--- src/hdl/bus_consts.svh ---
//////////////////////////////////////////////////////////////////////
// Fixed constants of the CPU bus and the peripheral bus
// Included by the packages and by RTL that needs lane or burst sizes
//////////////////////////////////////////////////////////////////////

`ifndef BUS_CONSTS_SVH
`define BUS_CONSTS_SVH

// Width of one byte lane, four lanes make a long word
`define LANE_BITS 8

// Long words moved by one line transfer
`define BURST_BEATS 4

// Peripheral address of the second half of a split cycle
`define SECOND_HALF_ADDR 2

// Encoding width of the sequencer state
`define STATE_BITS 3

`endif

--- src/hdl/busTypesPkg.sv ---
//////////////////////////////////////////////////////////////////////
// Types that describe the signals on the bus itself
// Termination pair decode and the two views of a data word
//////////////////////////////////////////////////////////////////////

`include "bus_consts.svh"

package busTypesPkg;

    // Termination pair as {tackN, teaN}, both active low
    typedef enum logic [1:0] {
        TERM_RETRY  = 2'b00,
        TERM_NORMAL = 2'b01,
        TERM_ERROR  = 2'b10,
        TERM_WAIT   = 2'b11
    } termCode;

    // Two 16-bit halves of a long word
    // High half sits on the upper two lanes, address 0 of a word port
    typedef struct packed {
        logic [2*`LANE_BITS-1:0] high;
        logic [2*`LANE_BITS-1:0] low;
    } wordPair;

    // One long word on four lanes, seen whole or as two words
    typedef union packed {
        logic [4*`LANE_BITS-1:0] longWord;
        wordPair                 words;
    } dataWord;

endpackage

--- src/hdl/cycleTypesPkg.sv ---
//////////////////////////////////////////////////////////////////////
// Types that describe one CPU transfer and its progress
// Size code as driven on siz and the sequencer state encoding
//////////////////////////////////////////////////////////////////////

`include "bus_consts.svh"

package cycleTypesPkg;

    // 68040 transfer size on the two siz lines
    typedef enum logic [1:0] {
        SIZE_LONG = 2'b00,
        SIZE_BYTE = 2'b01,
        SIZE_WORD = 2'b10,
        SIZE_LINE = 2'b11
    } sizeCode;

    // Sequencer states for local cycles and burst beats
    typedef enum logic [`STATE_BITS-1:0] {
        SEQ_IDLE         = 3'd0,
        SEQ_START        = 3'd1,
        SEQ_WAIT_FIRST   = 3'd2,
        SEQ_START_SECOND = 3'd3,
        SEQ_WAIT_SECOND  = 3'd4,
        SEQ_NEXT_BEAT    = 3'd5
    } seqState;

endpackage

--- src/hdl/cycleDecoder.sv ---
//////////////////////////////////////////////////////////////////////
// First stage of the bus sizer
// Captures a CPU transfer start while idle and decodes size and port
//////////////////////////////////////////////////////////////////////

module cycleDecoder (
    input  logic                   CLK40,
    input  logic                   RESETn,
    input  logic                   tsCpuN,
    input  logic                   rnw,
    input  cycleTypesPkg::sizeCode siz,
    input  logic [1:0]             addrCpu,
    input  logic                   portSize,
    input  logic                   busy,
    output logic                   startPulse,
    output logic                   isRead,
    output logic                   isLine,
    output logic                   split,
    output logic                   flipLow
);

    import cycleTypesPkg::*;

    logic accept;
    logic longLike;
    logic splitNext;

    // New start only when no cycle is in flight
    assign accept = !tsCpuN && !busy;

    // Long and line both move whole long words
    assign longLike = (siz == SIZE_LONG) || (siz == SIZE_LINE);

    // portSize high marks a 16-bit port
    assign splitNext = portSize && longLike;

    always_ff @(posedge CLK40) begin
        if (!RESETn) begin
            startPulse <= 1'b0;
            isRead     <= 1'b0;
            isLine     <= 1'b0;
            split      <= 1'b0;
            flipLow    <= 1'b0;
        end else begin
            // Single cycle strobe toward the sequencer
            startPulse <= accept;
            if (accept) begin
                isRead  <= rnw;
                isLine  <= (siz == SIZE_LINE);
                split   <= splitNext;
                // Word or byte at address 2 of a word port, data on the high lanes
                flipLow <= portSize && addrCpu[1] && !splitNext;
            end
        end
    end

endmodule

--- src/hdl/cycleSequencer.sv ---
//////////////////////////////////////////////////////////////////////
// Second stage of the bus sizer
// Runs the local peripheral cycles, splits long words for word ports,
// repeats line beats and gates the acknowledge back to the CPU
//////////////////////////////////////////////////////////////////////

`include "bus_consts.svh"

module cycleSequencer (
    input  logic CLK40,
    input  logic RESETn,
    input  logic startPulse,
    input  logic isRead,
    input  logic isLine,
    input  logic split,
    input  logic flipLow,
    input  logic tackN,
    input  logic teaN,
    input  logic tbiN,
    output logic tsAmigaN,
    output logic secondHalf,
    output logic taDisable,
    output logic latchHigh,
    output logic useLatch,
    output logic flipActive,
    output logic readActive,
    output logic writeActive,
    output logic busy
);

    import busTypesPkg::*;
    import cycleTypesPkg::*;

    seqState state;
    seqState nextState;
    termCode term;

    logic [$clog2(`BURST_BEATS)-1:0] beatCount;
    logic lastBeat;
    logic moreBeats;
    logic inFirst;
    logic inSecond;

    assign term = termCode'({tackN, teaN});

    // Beat count holds the beats already finished in this line
    assign lastBeat  = (32'(beatCount) == `BURST_BEATS - 1);
    assign moreBeats = isLine && tbiN && !lastBeat;

    //////////////////////////////////////////////////////////////////////
    // Next state
    //////////////////////////////////////////////////////////////////////

    always_comb begin
        nextState = state;
        case (state)
            SEQ_IDLE: begin
                if (startPulse) begin
                    nextState = SEQ_START;
                end
            end
            SEQ_START: begin
                nextState = SEQ_WAIT_FIRST;
            end
            SEQ_WAIT_FIRST, SEQ_WAIT_SECOND: begin
                case (term)
                    TERM_NORMAL: begin
                        // First half of a split goes on to address 2
                        if (state == SEQ_WAIT_FIRST && split) begin
                            nextState = SEQ_START_SECOND;
                        end else if (moreBeats) begin
                            nextState = SEQ_NEXT_BEAT;
                        end else begin
                            nextState = SEQ_IDLE;
                        end
                    end
                    TERM_RETRY, TERM_ERROR: begin
                        nextState = SEQ_IDLE;
                    end
                    TERM_WAIT: begin
                        nextState = state;
                    end
                    default: begin
                        nextState = SEQ_IDLE;
                    end
                endcase
            end
            SEQ_START_SECOND: begin
                nextState = SEQ_WAIT_SECOND;
            end
            SEQ_NEXT_BEAT: begin
                nextState = SEQ_START;
            end
            default: begin
                nextState = SEQ_IDLE;
            end
        endcase
    end

    // Which half the sequencer will be in after this edge
    assign inFirst  = (nextState == SEQ_START) || (nextState == SEQ_WAIT_FIRST);
    assign inSecond = (nextState == SEQ_START_SECOND) || (nextState == SEQ_WAIT_SECOND);

    //////////////////////////////////////////////////////////////////////
    // State and registered controls
    //////////////////////////////////////////////////////////////////////

    always_ff @(posedge CLK40) begin
        if (!RESETn) begin
            state       <= SEQ_IDLE;
            beatCount   <= '0;
            tsAmigaN    <= 1'b1;
            secondHalf  <= 1'b0;
            taDisable   <= 1'b0;
            useLatch    <= 1'b0;
            flipActive  <= 1'b0;
            readActive  <= 1'b0;
            writeActive <= 1'b0;
        end else begin
            state <= nextState;

            if (state == SEQ_IDLE) begin
                beatCount <= '0;
            end else if (nextState == SEQ_NEXT_BEAT) begin
                beatCount <= beatCount + 1'b1;
            end

            // One low cycle per local start, the second half after a turnaround cycle
            tsAmigaN <= !((nextState == SEQ_START) || (state == SEQ_START_SECOND));

            secondHalf <= inSecond;
            useLatch   <= inSecond && isRead;
            flipActive <= inSecond || (inFirst && flipLow);

            // Mask the first half acknowledge, held one cycle past its edge
            taDisable <= split && (inFirst || nextState == SEQ_START_SECOND);

            readActive  <= (nextState != SEQ_IDLE) && isRead;
            writeActive <= (nextState != SEQ_IDLE) && !isRead;
        end
    end

    // Sampled by the lane router on the same edge as the first half ends
    assign latchHigh = (state == SEQ_WAIT_FIRST) && (term == TERM_NORMAL) && split && isRead;

    // Start strobe counts as busy so the decoder cannot take a second one
    assign busy = (state != SEQ_IDLE) || startPulse;

endmodule

--- src/hdl/laneRouter.sv ---
//////////////////////////////////////////////////////////////////////
// Third stage of the bus sizer
// Steers words between the byte lanes of both buses, holds the high
// word of a split read and drives the data output enables
//////////////////////////////////////////////////////////////////////

`include "bus_consts.svh"

module laneRouter (
    input  logic                    CLK40,
    input  logic                    RESETn,
    input  logic [4*`LANE_BITS-1:0] dataCpuIn,
    input  logic [4*`LANE_BITS-1:0] dataAmigaIn,
    input  logic                    latchHigh,
    input  logic                    useLatch,
    input  logic                    flipActive,
    input  logic                    readActive,
    input  logic                    writeActive,
    output logic [4*`LANE_BITS-1:0] dataCpuOut,
    output logic                    dataCpuOe,
    output logic [4*`LANE_BITS-1:0] dataAmigaOut,
    output logic                    dataAmigaOe
);

    import busTypesPkg::*;

    dataWord cpuWord;
    dataWord amigaWord;
    dataWord cpuRead;
    dataWord amigaWrite;

    logic [2*`LANE_BITS-1:0] highLatch;

    assign cpuWord.longWord   = dataCpuIn;
    assign amigaWord.longWord = dataAmigaIn;

    // First word of a split read, taken at its termination edge
    always_ff @(posedge CLK40) begin
        if (!RESETn) begin
            highLatch <= '0;
        end else if (latchHigh) begin
            highLatch <= amigaWord.words.high;
        end
    end

    //////////////////////////////////////////////////////////////////////
    // Lane steering
    //////////////////////////////////////////////////////////////////////

    // Read path, a word port always answers on the high lanes
    always_comb begin
        cpuRead.words.high = useLatch ? highLatch : amigaWord.words.high;
        cpuRead.words.low  = flipActive ? amigaWord.words.high : amigaWord.words.low;
    end

    // Write path, CPU low word moves up for address 2 of a word port
    always_comb begin
        amigaWrite.words.high = flipActive ? cpuWord.words.low : cpuWord.words.high;
        amigaWrite.words.low  = cpuWord.words.low;
    end

    assign dataCpuOut   = cpuRead.longWord;
    assign dataAmigaOut = amigaWrite.longWord;

    // Direction follows the active cycle only
    assign dataCpuOe   = readActive;
    assign dataAmigaOe = writeActive;

endmodule

--- src/hdl/busSizer.sv ---
//////////////////////////////////////////////////////////////////////
// Bus sizing bridge between the CPU bus and the peripheral bus
// Decoder, sequencer and lane router in a chain, plus the termination
// and address pass-through toward both buses
//////////////////////////////////////////////////////////////////////

`include "bus_consts.svh"

module busSizer (
    input  logic                    CLK40,
    input  logic                    RESETn,
    input  logic                    tsCpuN,
    input  logic                    rnw,
    input  cycleTypesPkg::sizeCode  siz,
    input  logic [1:0]              addrCpu,
    input  logic                    portSize,
    input  logic                    tackN,
    input  logic                    teaN,
    input  logic                    tbiN,
    input  logic                    tciN,
    input  logic [4*`LANE_BITS-1:0] dataCpuIn,
    input  logic [4*`LANE_BITS-1:0] dataAmigaIn,
    output logic                    tsAmigaN,
    output logic [1:0]              addrAmiga,
    output logic                    taCpuN,
    output logic                    teaCpuN,
    output logic                    tbiCpuN,
    output logic                    tciCpuN,
    output logic [4*`LANE_BITS-1:0] dataCpuOut,
    output logic                    dataCpuOe,
    output logic [4*`LANE_BITS-1:0] dataAmigaOut,
    output logic                    dataAmigaOe
);

    logic startPulse, isRead, isLine, split, flipLow, busy;
    logic secondHalf, taDisable, latchHigh, useLatch, flipActive;
    logic readActive, writeActive;

    cycleDecoder decoder0 (
        .CLK40(CLK40), .RESETn(RESETn), .tsCpuN(tsCpuN), .rnw(rnw), .siz(siz),
        .addrCpu(addrCpu), .portSize(portSize), .busy(busy), .startPulse(startPulse),
        .isRead(isRead), .isLine(isLine), .split(split), .flipLow(flipLow)
    );

    cycleSequencer sequencer0 (
        .CLK40(CLK40), .RESETn(RESETn), .startPulse(startPulse), .isRead(isRead),
        .isLine(isLine), .split(split), .flipLow(flipLow), .tackN(tackN), .teaN(teaN),
        .tbiN(tbiN), .tsAmigaN(tsAmigaN), .secondHalf(secondHalf), .taDisable(taDisable),
        .latchHigh(latchHigh), .useLatch(useLatch), .flipActive(flipActive),
        .readActive(readActive), .writeActive(writeActive), .busy(busy)
    );

    laneRouter router0 (
        .CLK40(CLK40), .RESETn(RESETn), .dataCpuIn(dataCpuIn), .dataAmigaIn(dataAmigaIn),
        .latchHigh(latchHigh), .useLatch(useLatch), .flipActive(flipActive),
        .readActive(readActive), .writeActive(writeActive), .dataCpuOut(dataCpuOut),
        .dataCpuOe(dataCpuOe), .dataAmigaOut(dataAmigaOut), .dataAmigaOe(dataAmigaOe)
    );

    // Address 2 for the low word of a split, CPU address otherwise
    assign addrAmiga = secondHalf ? 2'(`SECOND_HALF_ADDR) : addrCpu;

    // Acknowledge hidden from the CPU during the first half
    assign taCpuN  = taDisable ? 1'b1 : tackN;
    assign teaCpuN = teaN;
    assign tbiCpuN = tbiN;
    assign tciCpuN = tciN;

endmodule

--- config.mk ---
export PLATFORM = sky130hd
export DESIGN_NAME = busSizer
export DESIGN_NICKNAME = d
export VERILOG_FILES = /design/src/hdl/busTypesPkg.sv /design/src/hdl/cycleTypesPkg.sv /design/src/hdl/cycleDecoder.sv /design/src/hdl/cycleSequencer.sv /design/src/hdl/laneRouter.sv /design/src/hdl/busSizer.sv
export VERILOG_INCLUDE_DIRS = /design/src /design/src/hdl
export SDC_FILE = /design/constraint.sdc
export NUM_CORES = 1
export LEC_CHECK = 0
export BUFFER_PORTS_ARGS = -buffer_cell sky130_fd_sc_hd__buf_2
export CAP_MARGIN = 20
export CORE_MARGIN = 2
export CORE_UTILIZATION = 42
export CTS_BUF_LIST = sky130_fd_sc_hd__clkbuf_8
export DETAILED_ROUTE_END_ITERATION = 6
export PLACE_DENSITY = 0.88
export SLEW_MARGIN = 20
export SYNTH_ARGS = -nofsm -noshare
export SYNTH_HDL_FRONTEND = slang
export SYNTH_SLANG_ARGS = --single-unit
--- constraint.sdc ---
create_clock -name CLK40 -period 2 [get_ports CLK40]
set_clock_uncertainty 0.2 [all_clocks]
set_input_delay 0.1 -clock CLK40 [delete_from_list [all_inputs] [get_ports CLK40]]
set_output_delay 0.1 -clock CLK40 [all_outputs]
set_load 0.03 [all_outputs]
Yosys cells after proc, flatten, opt, wreduce, memory -nomap -nowiden
Index checks and enable logic that the tools add are counted.
Widths: inputs -> output; s select.

storage, ports and cells
  register bits after elaboration = 33
  input port bits = 77
  output and inout port bits = 73

cells by class
  add/subtract/negate cells = 1
  eq/ne operators = 15
  mux-type cells = 10
  bitwise logic cells = 1
  reductions and logical operators = 36

operator list
  operator             count
  $mux 16              3
  $logic_and 1x1->1    15
  $pmux 3 s5           1
  $eq 3x2->1 const B   4
  $eq 3x3->1 const B   4
  $mux 3               3
  $pmux 3 s3           1
  $eq 2x2->1 const B   4
  $logic_or 1x1->1     7
  $eq 3x1->1 const B   2
  $logic_not 1->1      6
  $reduce_bool 3->1    2
  $reduce_or 2->1      3
  $logic_not 2->1      2
  $logic_not 3->1      1
  $add 2x1->2 const B  1
  $eq 2x1->1 const B   1
  $mux 2               1
  $mux 1               1
  $not 1->1            1

Depth between registers and ports, before layout
Gate-level depths: netlist (run 1).

  depth in word-level cells = 11
  mapped depth = 7

Modules after synthesis
A second synthesis (run 1) with hierarchy kept.

second synthesis, totals
  cell total of the unflattened synthesis = 216
  area total of the unflattened synthesis = 2373.5 um^2

by module, submodules not included
  module          times used  cells an instance  area an instance (um^2)
  laneRouter      1           123                1544.0
  cycleSequencer  1           67                 585.6
  cycleDecoder    1           20                 200.2
  busSizer        1           6                  43.8

Worst setup path after synthesis (run 1)
No wires, ideal clock.

  path kind = reg-to-reg
  start = register sequencer0.beatCount[0]
  end = register sequencer0.beatCount[0]
  setup time = 0.116 ns
  data arrival time = 1.376 ns
  data required time = 1.684 ns
  setup slack = 0.308 ns
  stages on the path, launching flop included = 7
  buffers on the path = 0
  period minus slack after synthesis = 1.692 ns
  cells stage by stage = dfxtp_1 ha_1 and3b_1 a21oi_1 o21ai_1 a21oi_1 a31o_2

between the ends
  longest elaborated chain between the ends = 8
  elaborated cells between the ends (all ways) = 9
  those cells by class = add/sub (1); eq/ne (2); mux (4); reduce/logical (2)

RTL lines
  what                    line                   RTL
  start, declared         cycleSequencer.sv:38   logic [$clog2(`BURST_BEATS)-1:0] beatCount;
  start signal, assigned  cycleSequencer.sv:125  beatCount <= beatCount + 1'b1;
  $eq 2x2->1              cycleSequencer.sv:47   assign lastBeat = (32'(beatCount) == `BURST_BEATS - 1);
  $logic_not 1->1         cycleSequencer.sv:48   assign moreBeats = isLine && tbiN && !lastBeat;
  $logic_and 1x1->1       cycleSequencer.sv:48
  $mux 3                  cycleSequencer.sv:71   end else if (moreBeats) begin
  $mux 3                  cycleSequencer.sv:69   if (state == SEQ_WAIT_FIRST && split) begin
  $pmux 3 s3              cycleSequencer.sv:66   case (term)
  $pmux 3 s5              cycleSequencer.sv:56   case (state)
  $eq 3x3->1              cycleSequencer.sv:124  end else if (nextState == SEQ_NEXT_BEAT) begin

Parallel ways exist; a longest one is shown, timed or not.
A chain may end at the register's enable or synchronous reset.

Worst setup path after layout (run 1)
  start = register sequencer0.state[1]
  end = register sequencer0.flipActive

between the ends
  longest elaborated chain between the ends = 9
  elaborated cells between the ends (all ways) = 20
  those cells by class = eq/ne (9); mux (4); reduce/logical (7)

RTL lines
  what                                      line                                        RTL
  start, declared                           cycleSequencer.sv:34                        seqState state;
  start signal, assigned                    cycleSequencer.sv:120                       state <= nextState;
  $eq 3x2->1                                cycleSequencer.sv:56, cycleSequencer.sv:69
  $logic_and 1x1->1                         cycleSequencer.sv:69
  $mux 3                                    cycleSequencer.sv:69
  $pmux 3 s3                                cycleSequencer.sv:66
  $pmux 3 s5 (*)                            cycleSequencer.sv:56
  $eq 3x1->1 or $eq 3x2->1 (tied branches)  cycleSequencer.sv:101                       assign inFirst = (nextState == SEQ_START) || (nextState == SEQ_WAIT_FIRST);
  $logic_or 1x1->1                          cycleSequencer.sv:101
  $logic_and 1x1->1                         cycleSequencer.sv:133                       flipActive <= inSecond || (inFirst && flipLow);
  $logic_or 1x1->1 (*)                      cycleSequencer.sv:133
  end signal, assigned                      cycleSequencer.sv:133
  end, declared                             cycleSequencer.sv:25                        output logic flipActive,

Every way passes the cells marked *; elsewhere a longest branch is shown, timed or not.

==> results of run 1 <==
==> per-stage QoR <==
step	hold WS, ps	cell area, um2	setup slack [ps]	util [%]	cells
after global routing	0.0523	3040	60.4	63.9	436
after floorplan	-38.1	2090	308	-	220
after detailed placement	0.354	2750	178	57.8	408
final	0.0116	3040	166	63.9	436
after global placement	0.354	2750	231	57.8	408
after CTS	0.354	3030	150	63.8	436
==> repair_timing <==
action                                  4_1_cts  5_1_grt
endpoints found under the hold margin        27        0
resized for setup                             0        2
hold buffers                                 20        0
endpoints found under the setup margin        0        1
==> power breakdown <==
| part | internal (W) | switching [W] |
|---|---|---|
| Clock | 0.000236 | 0.000240 |
| Combinational | 0.000196 | 0.000287 |
| Sequential | 0.000667 | 0.0000117 |
==> worst max-delay path, delay by kind of cell (launching register included) <==
family	cells	cell delay (ps)
compound gates	4	650
flops	1	570
simple gates	1	300
==> per-layer routing <==
layer  vias up  GRT usage [%]
li1       1049              -
met1       972           23.0
met2        99           38.6
met3         6           5.15
met4         0           5.75
met5         -              0
==> logic make-up (layout without fill, tap and decap cells) <==
family,after synthesis,count (layout),share of synthesized area [%]
xor gates and xnor gates,1,1,0.420
muxes,66,66,34.5
buffers and inverters,32,181,9.95
DFF,33,33,31.7
and+or+nand+nor,65,65,15.8
adders and majority gates,2,2,1.20
AOI/OAI and AO/OA,21,21,6.42
==> final timing paths <==
check | from | to
hold reg to reg | decoder0.flipLow | sequencer0.flipActive
setup reg to reg | sequencer0.state[1] | sequencer0.flipActive
hold / removal | tciN | tciCpuN
setup / recovery | sequencer0.state[1] | sequencer0.flipActive
==> cells in the mapped netlist (2+ instances only) <==
| master | n |
|---|---|
| a21oi_1 | 8 |
| and3_1 | 2 |
| and3b_1 | 2 |
| buf_1 | 4 |
| buf_4 | 19 |
| buf_6 | 2 |
| clkbuf_1 | 4 |
| dfxtp_1 | 33 |
| ha_1 | 2 |
| mux2_2 | 48 |
| mux2i_1 | 18 |
| nand2_1 | 9 |
| nand2b_1 | 4 |
| nand3_1 | 2 |
| nor2_1 | 31 |
| nor3_1 | 3 |
| o21ai_0 | 2 |
| o22ai_1 | 3 |
| or2_2 | 3 |
==> area by class of cell <==
cell class                      instances  area (um2)
Timing Repair Buffer                  171         978
Multi-Input combinational cell        155        1230
Sequential cell                        33         661
Clock inverter                          3        13.8
Clock buffer                            5        68.8
Tap cell                               67        83.8
Inverter                                2        7.51
Fill cell                             418        1710
==> results.txt, run 1 <==
Met2 routed WL -> 3230 um
Top routing layer in use -> met4
DP HPWL -> 4460 um
Status -> complete, no violations
Power per cell area -> 539 nW/um2
EDFF count, synth -> 0
Setup violators final -> 0
Chip height -> 74.5 um
Share of the synthesized area in the top cell type -> 31.7%
Slowest cell on the critical path -> dfxtp_1
Hold Vio Cnt, Final -> 0
R2R cell count -> 5
Mapped Cells -> 220
Worst path cell trace -> and4bb_2 -> a41oi_1 -> o21ai_2 -> a21oi_1 -> a21oi_1
Post-route ant nets -> 0
Net count, final -> 447
Leakage -> 1.57 nW
Gr usage total -> 20.6%
RSZ-0062 raised after global routing -> false
Netlist Area Pre-Place -> 2090 um2
Total clock sinks -> 33
Final setup TNS -> 0 ps
Crit. End Element -> flop
Maximum clock path buffer count -> 2
Global-route wire length before repair -> 8630 um
Post-CTS setup buffers -> 0
Syn avg cell area -> 9.49 um2
Root buf cell -> clkbuf_8
Area growth syn-to-layout -> 45.7%
Largest net degree at the start of global routing -> 26
Share of cells above drive strength 1 -> 58.8%
Die width -> 74.5 um
Core Area -> 4750 um2
Max Fclk -> 545 MHz
Placer Congestion -> 0.881
Largest Register -> router0.highLatch
Main synth FF type -> dfxtp_1
Max FFs per register -> 16
Ports -> 150
Metal3 WL -> 419 um
Tcrit/Tclk final -> 91.7%
GRT overflow -> 0
Synth top area cells -> dfxtp_1 32%, mux2_2 26%, mux2i_1 8.6%, buf_4 6.8%, nor2_1 5.6%
I/O Buffers -> 147
Cts bufs inserted -> 5
Regs by FF count -> router0.highLatch (16), sequencer0.state (3), sequencer0.beatCount (2)
Metal-1 WL -> 2430 um
Initial Util -> 43.9%
Yosys reg bits -> 33
Worst Hold Class -> in -> out
Post-DR wirelength/cell -> 14.1 um
Vias in the first global route -> 1946
R2r setup slk -> 170 ps
DRC violations left -> 0
Worst slew margin -> 72.9%
Vias -> 2126
Commonest cells after routing, fill and taps aside -> 147 x buf_2, 48 x mux2_2, 33 x dfxtp_1
Total Power -> 0.00164 W
Peak VDD IR -> 0.000361 V
Clock transition at the registers of the reported paths -> 70 ps
DR iter-0 viols -> 81
Crit path launch type -> flop
Top cell by count, worst path -> a21oi_1
Max Cap Violations -> 0
Worst-Margin Slew -> 405 ps
Die area -> 5550 um2
Synth Warn # -> 0
CP arrival -> 1800 ps
Seq/Total Area, Yosys -> 31.7%
Drt pass-1 iters -> 4
Critical Path RT -> 1970 ps
Slew Limit Fails -> 0
Hold path cells -> 0
Initial antenna violation count -> 0
# diodes -> 0
CTS tree -> built
CTS HTree Levels -> 2
Via density -> 4.88
Core Rows -> 25
Largest area contributor in the netlist -> dfxtp_1
Most common cell after layout, fill and taps aside -> buf_2
Syn nets -> 299
CP max stage delay -> 570 ps
Async set-reset flop share out of synthesis -> 0%
Worst Setup Path Type -> reg -> reg
Cell variety after synth -> 40
Crit path time final -> 1830 ps
WL final -> 6150 um
Critical Path Fanout Max -> 13
Worst-skew pair later-pin latency -> 280 ps
Power figures use the tool's default switching activity.
==> run 2: changes to the inputs <==
--- a/config.mk
+++ b/config.mk
@@ -12,7 +12,8 @@
 export CORE_UTILIZATION = 42
 export CTS_BUF_LIST = sky130_fd_sc_hd__clkbuf_8
 export DETAILED_ROUTE_END_ITERATION = 6
-export PLACE_DENSITY = 0.88
+export PLACE_DENSITY = 0.82
+export RECOVER_POWER = 25
 export SLEW_MARGIN = 20
 export SYNTH_ARGS = -nofsm -noshare
 export SYNTH_HDL_FRONTEND = slang
==> results.txt, run 2 (same netlist as run 1, synthesis figures left out) <==
Status -> complete, no violations (unchanged)
Post-DR wirelength/cell -> 13.8 um (was 14.1 um)
DR iter-0 viols -> 99 (was 81)
Setup violators final -> 0 (unchanged)
Pre-CTS WS -> 135 ps (was 178 ps)
Tcrit/Tclk final -> 92.9% (was 91.7%)
Vias in the first global route -> 1805 (was 1946)
Post-CTS setup buffers -> 0 (unchanged)
RSZ-0062 raised after global routing -> false (unchanged)
Worst Hold Class -> in -> out (unchanged)
CP delay by family, top -> compound AO/OA/AOI/OAI gates (unchanged)
I/O Buffers -> 147 (unchanged)
Clock power share -> 35.3% (was 29.1%)
Total clock sinks -> 33 (unchanged)
Via density -> 4.89 (was 4.88)
Logic gate share of total power -> 26.7% (was 29.5%)
CP max stage delay -> 560 ps (was 570 ps)
Launch point of the worst path -> sequencer0.state[1] (unchanged)
Power per cell area -> 587 nW/um2 (was 539 nW/um2)
Die area -> 5550 um2 (unchanged)
Crit path launch type -> flop (unchanged)
Largest Register -> router0.highLatch (unchanged)
Top cell by count, worst path -> a21oi_1 (unchanged)
Regs by FF count -> router0.highLatch (16), sequencer0.state (3), sequencer0.beatCount (2) (unchanged)
Final setup TNS -> 0 ps (unchanged)
GRT overflow -> 0 (unchanged)
Seq pwr share -> 38.0% (was 41.4%)
Max Fclk -> 538 MHz (was 545 MHz)
P_sw -> 0.000530 W (was 0.000539 W)
Global-route wire length before repair -> 8270 um (was 8630 um)
Max FFs per register -> 16 (unchanged)
CTS HTree Levels -> 2 (unchanged)
Critical Path RT -> 1960 ps (was 1970 ps)
Core Area -> 4750 um2 (unchanged)
Initial Util -> 43.9% (unchanged)
Slew Limit Fails -> 0 (unchanged)
Ports -> 150 (unchanged)
Max Cap Violations -> 0 (unchanged)
Placer Congestion -> 0.865 (was 0.881)
Crit path time final -> 1860 ps (was 1830 ps)
Critical Path Fanout Max -> 13 (unchanged)
Finished Cell Area -> 3050 um2 (was 3040 um2)
CP arrival -> 1820 ps (was 1800 ps)
Net Sw Frac -> 29.6% (was 32.9%)
Hold Vio Cnt, Final -> 0 (unchanged)
Slack of the critical path -> 141 ps (was 166 ps)
Final core utilization -> 64.1% (was 63.9%)
Most common cell after layout, fill and taps aside -> buf_2 (unchanged)
Die width -> 74.5 um (unchanged)
Root buf cell -> clkbuf_8 (unchanged)
Cell Int Power -> 0.00126 W (was 0.00110 W)
Worst path cell trace -> and4bb_2 -> a41oi_1 -> o21ai_2 -> a21oi_1 -> a21oi_1 (unchanged)
Worst-Margin Slew -> 396 ps (was 405 ps)
Clock transition at the registers of the reported paths -> 70 ps (about the same)
Fill cells -> 433 (was 418)
Largest net degree at the start of global routing -> 33 (was 26)
Core Rows -> 25 (unchanged)
Cts bufs inserted -> 5 (unchanged)
Initial antenna violation count -> 0 (unchanged)
DRC violations left -> 0 (unchanged)
Crit. End Element -> flop (unchanged)
Net count, final -> 447 (unchanged)
# diodes -> 0 (unchanged)
Chip height -> 74.5 um (unchanged)
Drt pass-1 iters -> 4 (unchanged)
Placed Instance Area -> 2740 um2 (was 2750 um2)
Commonest cells after routing, fill and taps aside -> 123 x buf_2, 48 x mux2_2, 33 x dfxtp_1 (was 147 x buf_2, 48 x mux2_2, 33 x dfxtp_1)
Worst Setup Path Type -> reg -> reg (unchanged)
Slowest cell on the critical path -> dfxtp_1 (unchanged)
Worst slew margin -> 73.6% (was 72.9%)
Maximum clock path buffer count -> 2 (unchanged)
Gr usage total -> 19.7% (was 20.6%)
WL final -> 6040 um (was 6150 um)
Peak VDD IR -> 0.000460 V (was 0.000361 V)
Share of cells above drive strength 1 -> 52.0% (was 58.8%)
DP HPWL -> 4330 um (was 4460 um)
HP Start -> tciN (unchanged)
Post-route ant nets -> 0 (unchanged)
Vias -> 2130 (was 2126)
Leakage -> 1.51 nW (was 1.57 nW)
Worst r2r src -> sequencer0.state[1] (unchanged)
Crit path buf inv count -> 0 (unchanged)
Hold slack -> 0.197 ps (was 0.0116 ps)
Worst-skew pair later-pin latency -> 280 ps (about the same)
Area growth syn-to-layout -> 46.0% (was 45.7%)
CTS tree -> built (unchanged)
-- run 2: cell type report --
| type | instances | area, um2 | share of cell area [%] |
|---|---|---|---|
| inverters | 2 | 7.51 | 0.246 |
| repair buffers | 171 | 951 | 31.2 |
| clock inverters | 2 | 33.8 | 1.11 |
| well taps | 67 | 83.8 | 2.75 |
| clock buffers | 6 | 82.6 | 2.71 |
| multi-input cells | 155 | 1230 | 40.3 |
| flip-flops and latches | 33 | 661 | 21.7 |
-- run 2: through the flow --
stage               total power, W  cells
floorplan                  0.00100    220
global placement           0.00113    407
detailed placement         0.00114    407
CTS                        0.00180    436
global route               0.00186    436
finish                     0.00179    436
-- run 2: metal layers --
metal	up-vias	share of wire, %	track usage (%)
li1	1051	-	-
met4	0	1.4	6.55
met3	8	7.7	3.79
met2	117	52	36.3
met1	954	39	22.7
met5	-	0	0
-- run 2: power groups by stage --
stage / clock [W] / combinational (W) / sequential, W
floorplan: 0 / 0.000307 / 0.000693
global placement: 0 / 0.000443 / 0.000692
detailed placement: 0 / 0.000448 / 0.000693
CTS: 0.000640 / 0.000481 / 0.000678
global route: 0.000670 / 0.000508 / 0.000680
finish: 0.000631 / 0.000478 / 0.000679
-- run 2: path summary, 6_finish.rpt --
kind / to / slack (ps) / depth (start not counted)
min: tciCpuN / 0.2 / 0
max: sequencer0.flipActive / 140 / 5
max reg2reg: sequencer0.flipActive / 140 / 5
min reg2reg: sequencer0.flipActive / 260 / 2
-- run 2: repair_timing --
action | CTS | global route
endpoints found under the hold margin | 27 | 0
hold buffers | 21 | 0
resized for setup | 0 | 2
setup endpoints to repair | 0 | 2
==> run 3: changes to the inputs <==
--- a/config.mk
+++ b/config.mk
@@ -8,11 +8,11 @@
 export LEC_CHECK = 0
 export BUFFER_PORTS_ARGS = -buffer_cell sky130_fd_sc_hd__buf_2
 export CAP_MARGIN = 20
-export CORE_MARGIN = 2
+export CORE_MARGIN = 1.5
 export CORE_UTILIZATION = 42
 export CTS_BUF_LIST = sky130_fd_sc_hd__clkbuf_8
 export DETAILED_ROUTE_END_ITERATION = 6
-export PLACE_DENSITY = 0.82
+export PLACE_DENSITY = 0.83
 export RECOVER_POWER = 25
 export SLEW_MARGIN = 20
 export SYNTH_ARGS = -nofsm -noshare
==> results.txt, run 3 (same netlist as run 1, synthesis figures left out) <==
Max FFs per register -> 16 (unchanged)
Critical Path Fanout Max -> 7 (was 13)
Largest net degree at the start of global routing -> 25 (was 33)
Crit path to -> dataCpuOut[17] (was sequencer0.flipActive)
CP delay by family, top -> flip-flops (was compound AO/OA/AOI/OAI gates)
Die area -> 5400 um2 (was 5550 um2)
DR iter-0 viols -> 89 (was 99)
Placer Congestion -> 0.856 (was 0.865)
Setup violators final -> 0 (unchanged)
Hold Vio Cnt, Final -> 0 (unchanged)
Worst slew margin -> 61.5% (was 73.6%)
Worst Hold Class -> in -> out (unchanged)
Finished Layout Cells -> 439 (was 436)
Initial antenna violation count -> 0 (unchanged)
Critical Path RT -> 1700 ps (was 1960 ps)
Fill cells -> 432 (was 433)
Gr usage total -> 20.6% (was 19.7%)
Global-route wire length before repair -> 8530 um (was 8270 um)
Launch point of the worst path -> sequencer0.useLatch (was sequencer0.state[1])
WL final -> 6060 um (was 6040 um)
Clock transition at the registers of the reported paths -> 60 ps (was 70 ps)
GRT overflow -> 0 (unchanged)
# diodes -> 0 (unchanged)
RSZ-0062 raised after global routing -> false (unchanged)
Max Fclk -> 540 MHz (was 538 MHz)
Regs by FF count -> router0.highLatch (16), sequencer0.state (3), sequencer0.beatCount (2) (unchanged)
R2R cell count -> 5 (unchanged)
Hold path cells -> 0 (unchanged)
Die width -> 73.5 um (was 74.5 um)
Pre-CTS WS -> 145 ps (was 135 ps)
Tcrit/Tclk final -> 92.6% (was 92.9%)
Core Rows -> 25 (unchanged)
CTS tree -> built (unchanged)
Worst path cell trace -> buf_4 -> mux2_2 -> buf_2 (was and4bb_2 -> a41oi_1 -> o21ai_2 -> a21oi_1 -> a21oi_1)
Net count, final -> 450 (was 447)
Vias -> 2132 (was 2130)
Crit. End Element -> primary output (was flop)
Post-DR wirelength/cell -> 13.8 um (about the same)
Status -> complete, no violations (unchanged)
Worst-skew pair later-pin latency -> 270 ps (was 280 ps)
CP arrival -> 1550 ps (was 1820 ps)
Slew Limit Fails -> 0 (unchanged)
Maximum clock path buffer count -> 2 (unchanged)
Slowest cell on the critical path -> dfxtp_1 (unchanged)
Hold slack -> 0.0132 ps (was 0.197 ps)
DRC violations left -> 0 (unchanged)
R2r setup slk -> 160 ps (was 140 ps)
Area growth syn-to-layout -> 44.7% (was 46.0%)
Worst Setup Path Type -> reg -> out (was reg -> reg)
Drt pass-1 iters -> 4 (unchanged)
Max Cap Violations -> 0 (unchanged)
Peak VDD IR -> 0.000329 V (was 0.000460 V)
Post-CTS setup buffers -> 0 (unchanged)
End of the worst register-to-register path -> sequencer0.flipActive (unchanged)
Most common cell after layout, fill and taps aside -> buf_2 (unchanged)
Total clock sinks -> 33 (unchanged)
Worst r2r src -> sequencer0.state[1] (unchanged)
Largest Register -> router0.highLatch (unchanged)
Commonest cells after routing, fill and taps aside -> 123 x buf_2, 48 x mux2_2, 33 x dfxtp_1 (unchanged)
Chip height -> 73.5 um (was 74.5 um)
I/O Buffers -> 147 (unchanged)
DP HPWL -> 4290 um (was 4330 um)
CP max stage delay -> 530 ps (was 560 ps)
Final setup TNS -> 0 ps (unchanged)
CTS HTree Levels -> 2 (unchanged)
Slack of the critical path -> 147 ps (was 141 ps)
Crit path launch type -> flop (unchanged)
Share of cells above drive strength 1 -> 51.9% (was 52.0%)
Placed Instance Area -> 2740 um2 (about the same)
Worst-Margin Slew -> 573 ps (was 396 ps)
Leakage -> 1.51 nW (about the same)
Root buf cell -> clkbuf_8 (unchanged)
Crit path time final -> 1850 ps (was 1860 ps)
Core Area -> 4750 um2 (unchanged)
Crit path buf inv count -> 2 (was 0)
Finished Cell Area -> 3020 um2 (was 3050 um2)
Ports -> 150 (unchanged)
Via density -> 4.86 (was 4.89)
Post-route ant nets -> 0 (unchanged)
Power per cell area -> 538 nW/um2 (was 587 nW/um2)
Placed Cells -> 409 (was 407)
Initial Util -> 43.9% (unchanged)
Crit path depth -> 3 (was 5)
Cts bufs inserted -> 5 (unchanged)
Vias in the first global route -> 1857 (was 1805)
run 3: cell count changes in the layout (fill, tap and decap cells not counted), sizes merged:
cell,delta
buf,+2
clkbuf,-1
clkinv,+2
bufinv,-1
dlygate4sd3,+1
run 3: how the worst min path moves through the flow:
stage | start | end | slack (ps)
after floorplan | RESETn | sequencer0.tsAmigaN | -40
after global placement | tciN | tciCpuN | 0.4
after detailed placement | tciN | tciCpuN | 0.4
after CTS | tciN | tciCpuN | 0.4
after global routing | tciN | tciCpuN | 0.04
final | tciN | tciCpuN | 0.01
run 3: what timing repair did:
| action | 4_1_cts | 5_1_grt |
|---|---|---|
| resized for setup | 0 | 1 |
| endpoints found under the setup margin | 0 | 2 |
| hold endpoints to repair | 27 | 0 |
| hold buffers | 22 | 0 |
run 3: report_power, final:
group / internal [W] / switching [W]
logic: 0.000191 / 0.000289
registers: 0.000667 / 0.0000114
clock network: 0.000236 / 0.000229
run 3: metal layers:
metal	track usage [%]	vias to the layer above	share of wire, %
li1	-	1054	-
met1	22.9	979	40
met2	38.1	91	51
met3	5.21	8	7.2
met4	6.58	0	1.4
met5	0	-	0
run 3: metrics by stage:
step                      power [W]  util (%)
after detailed placement    0.00114      57.7
after CTS                   0.00164      64.1
final                       0.00162      63.5
after floorplan             0.00100         -
after global routing        0.00170      63.5
after global placement      0.00113      57.7
run 3: worst reg2reg max path: stages (launching register included):
cell      delay [ps]
dfxtp_1          540
and4bb_2         300
a41oi_1          200
o21ai_2          140
a21oi_1          240
a21oi_1          110
run 3: area by class of cell:
type,instances,area (um2),area share [%]
Inverter,2,7.51,0.249
Clock buffer,5,68.8,2.28
Tap cell,67,83.8,2.78
Multi-Input combinational cell,155,1220,40.5
Sequential cell,33,661,21.9
Timing Repair Buffer,174,963,31.9
Clock inverter,3,13.8,0.456
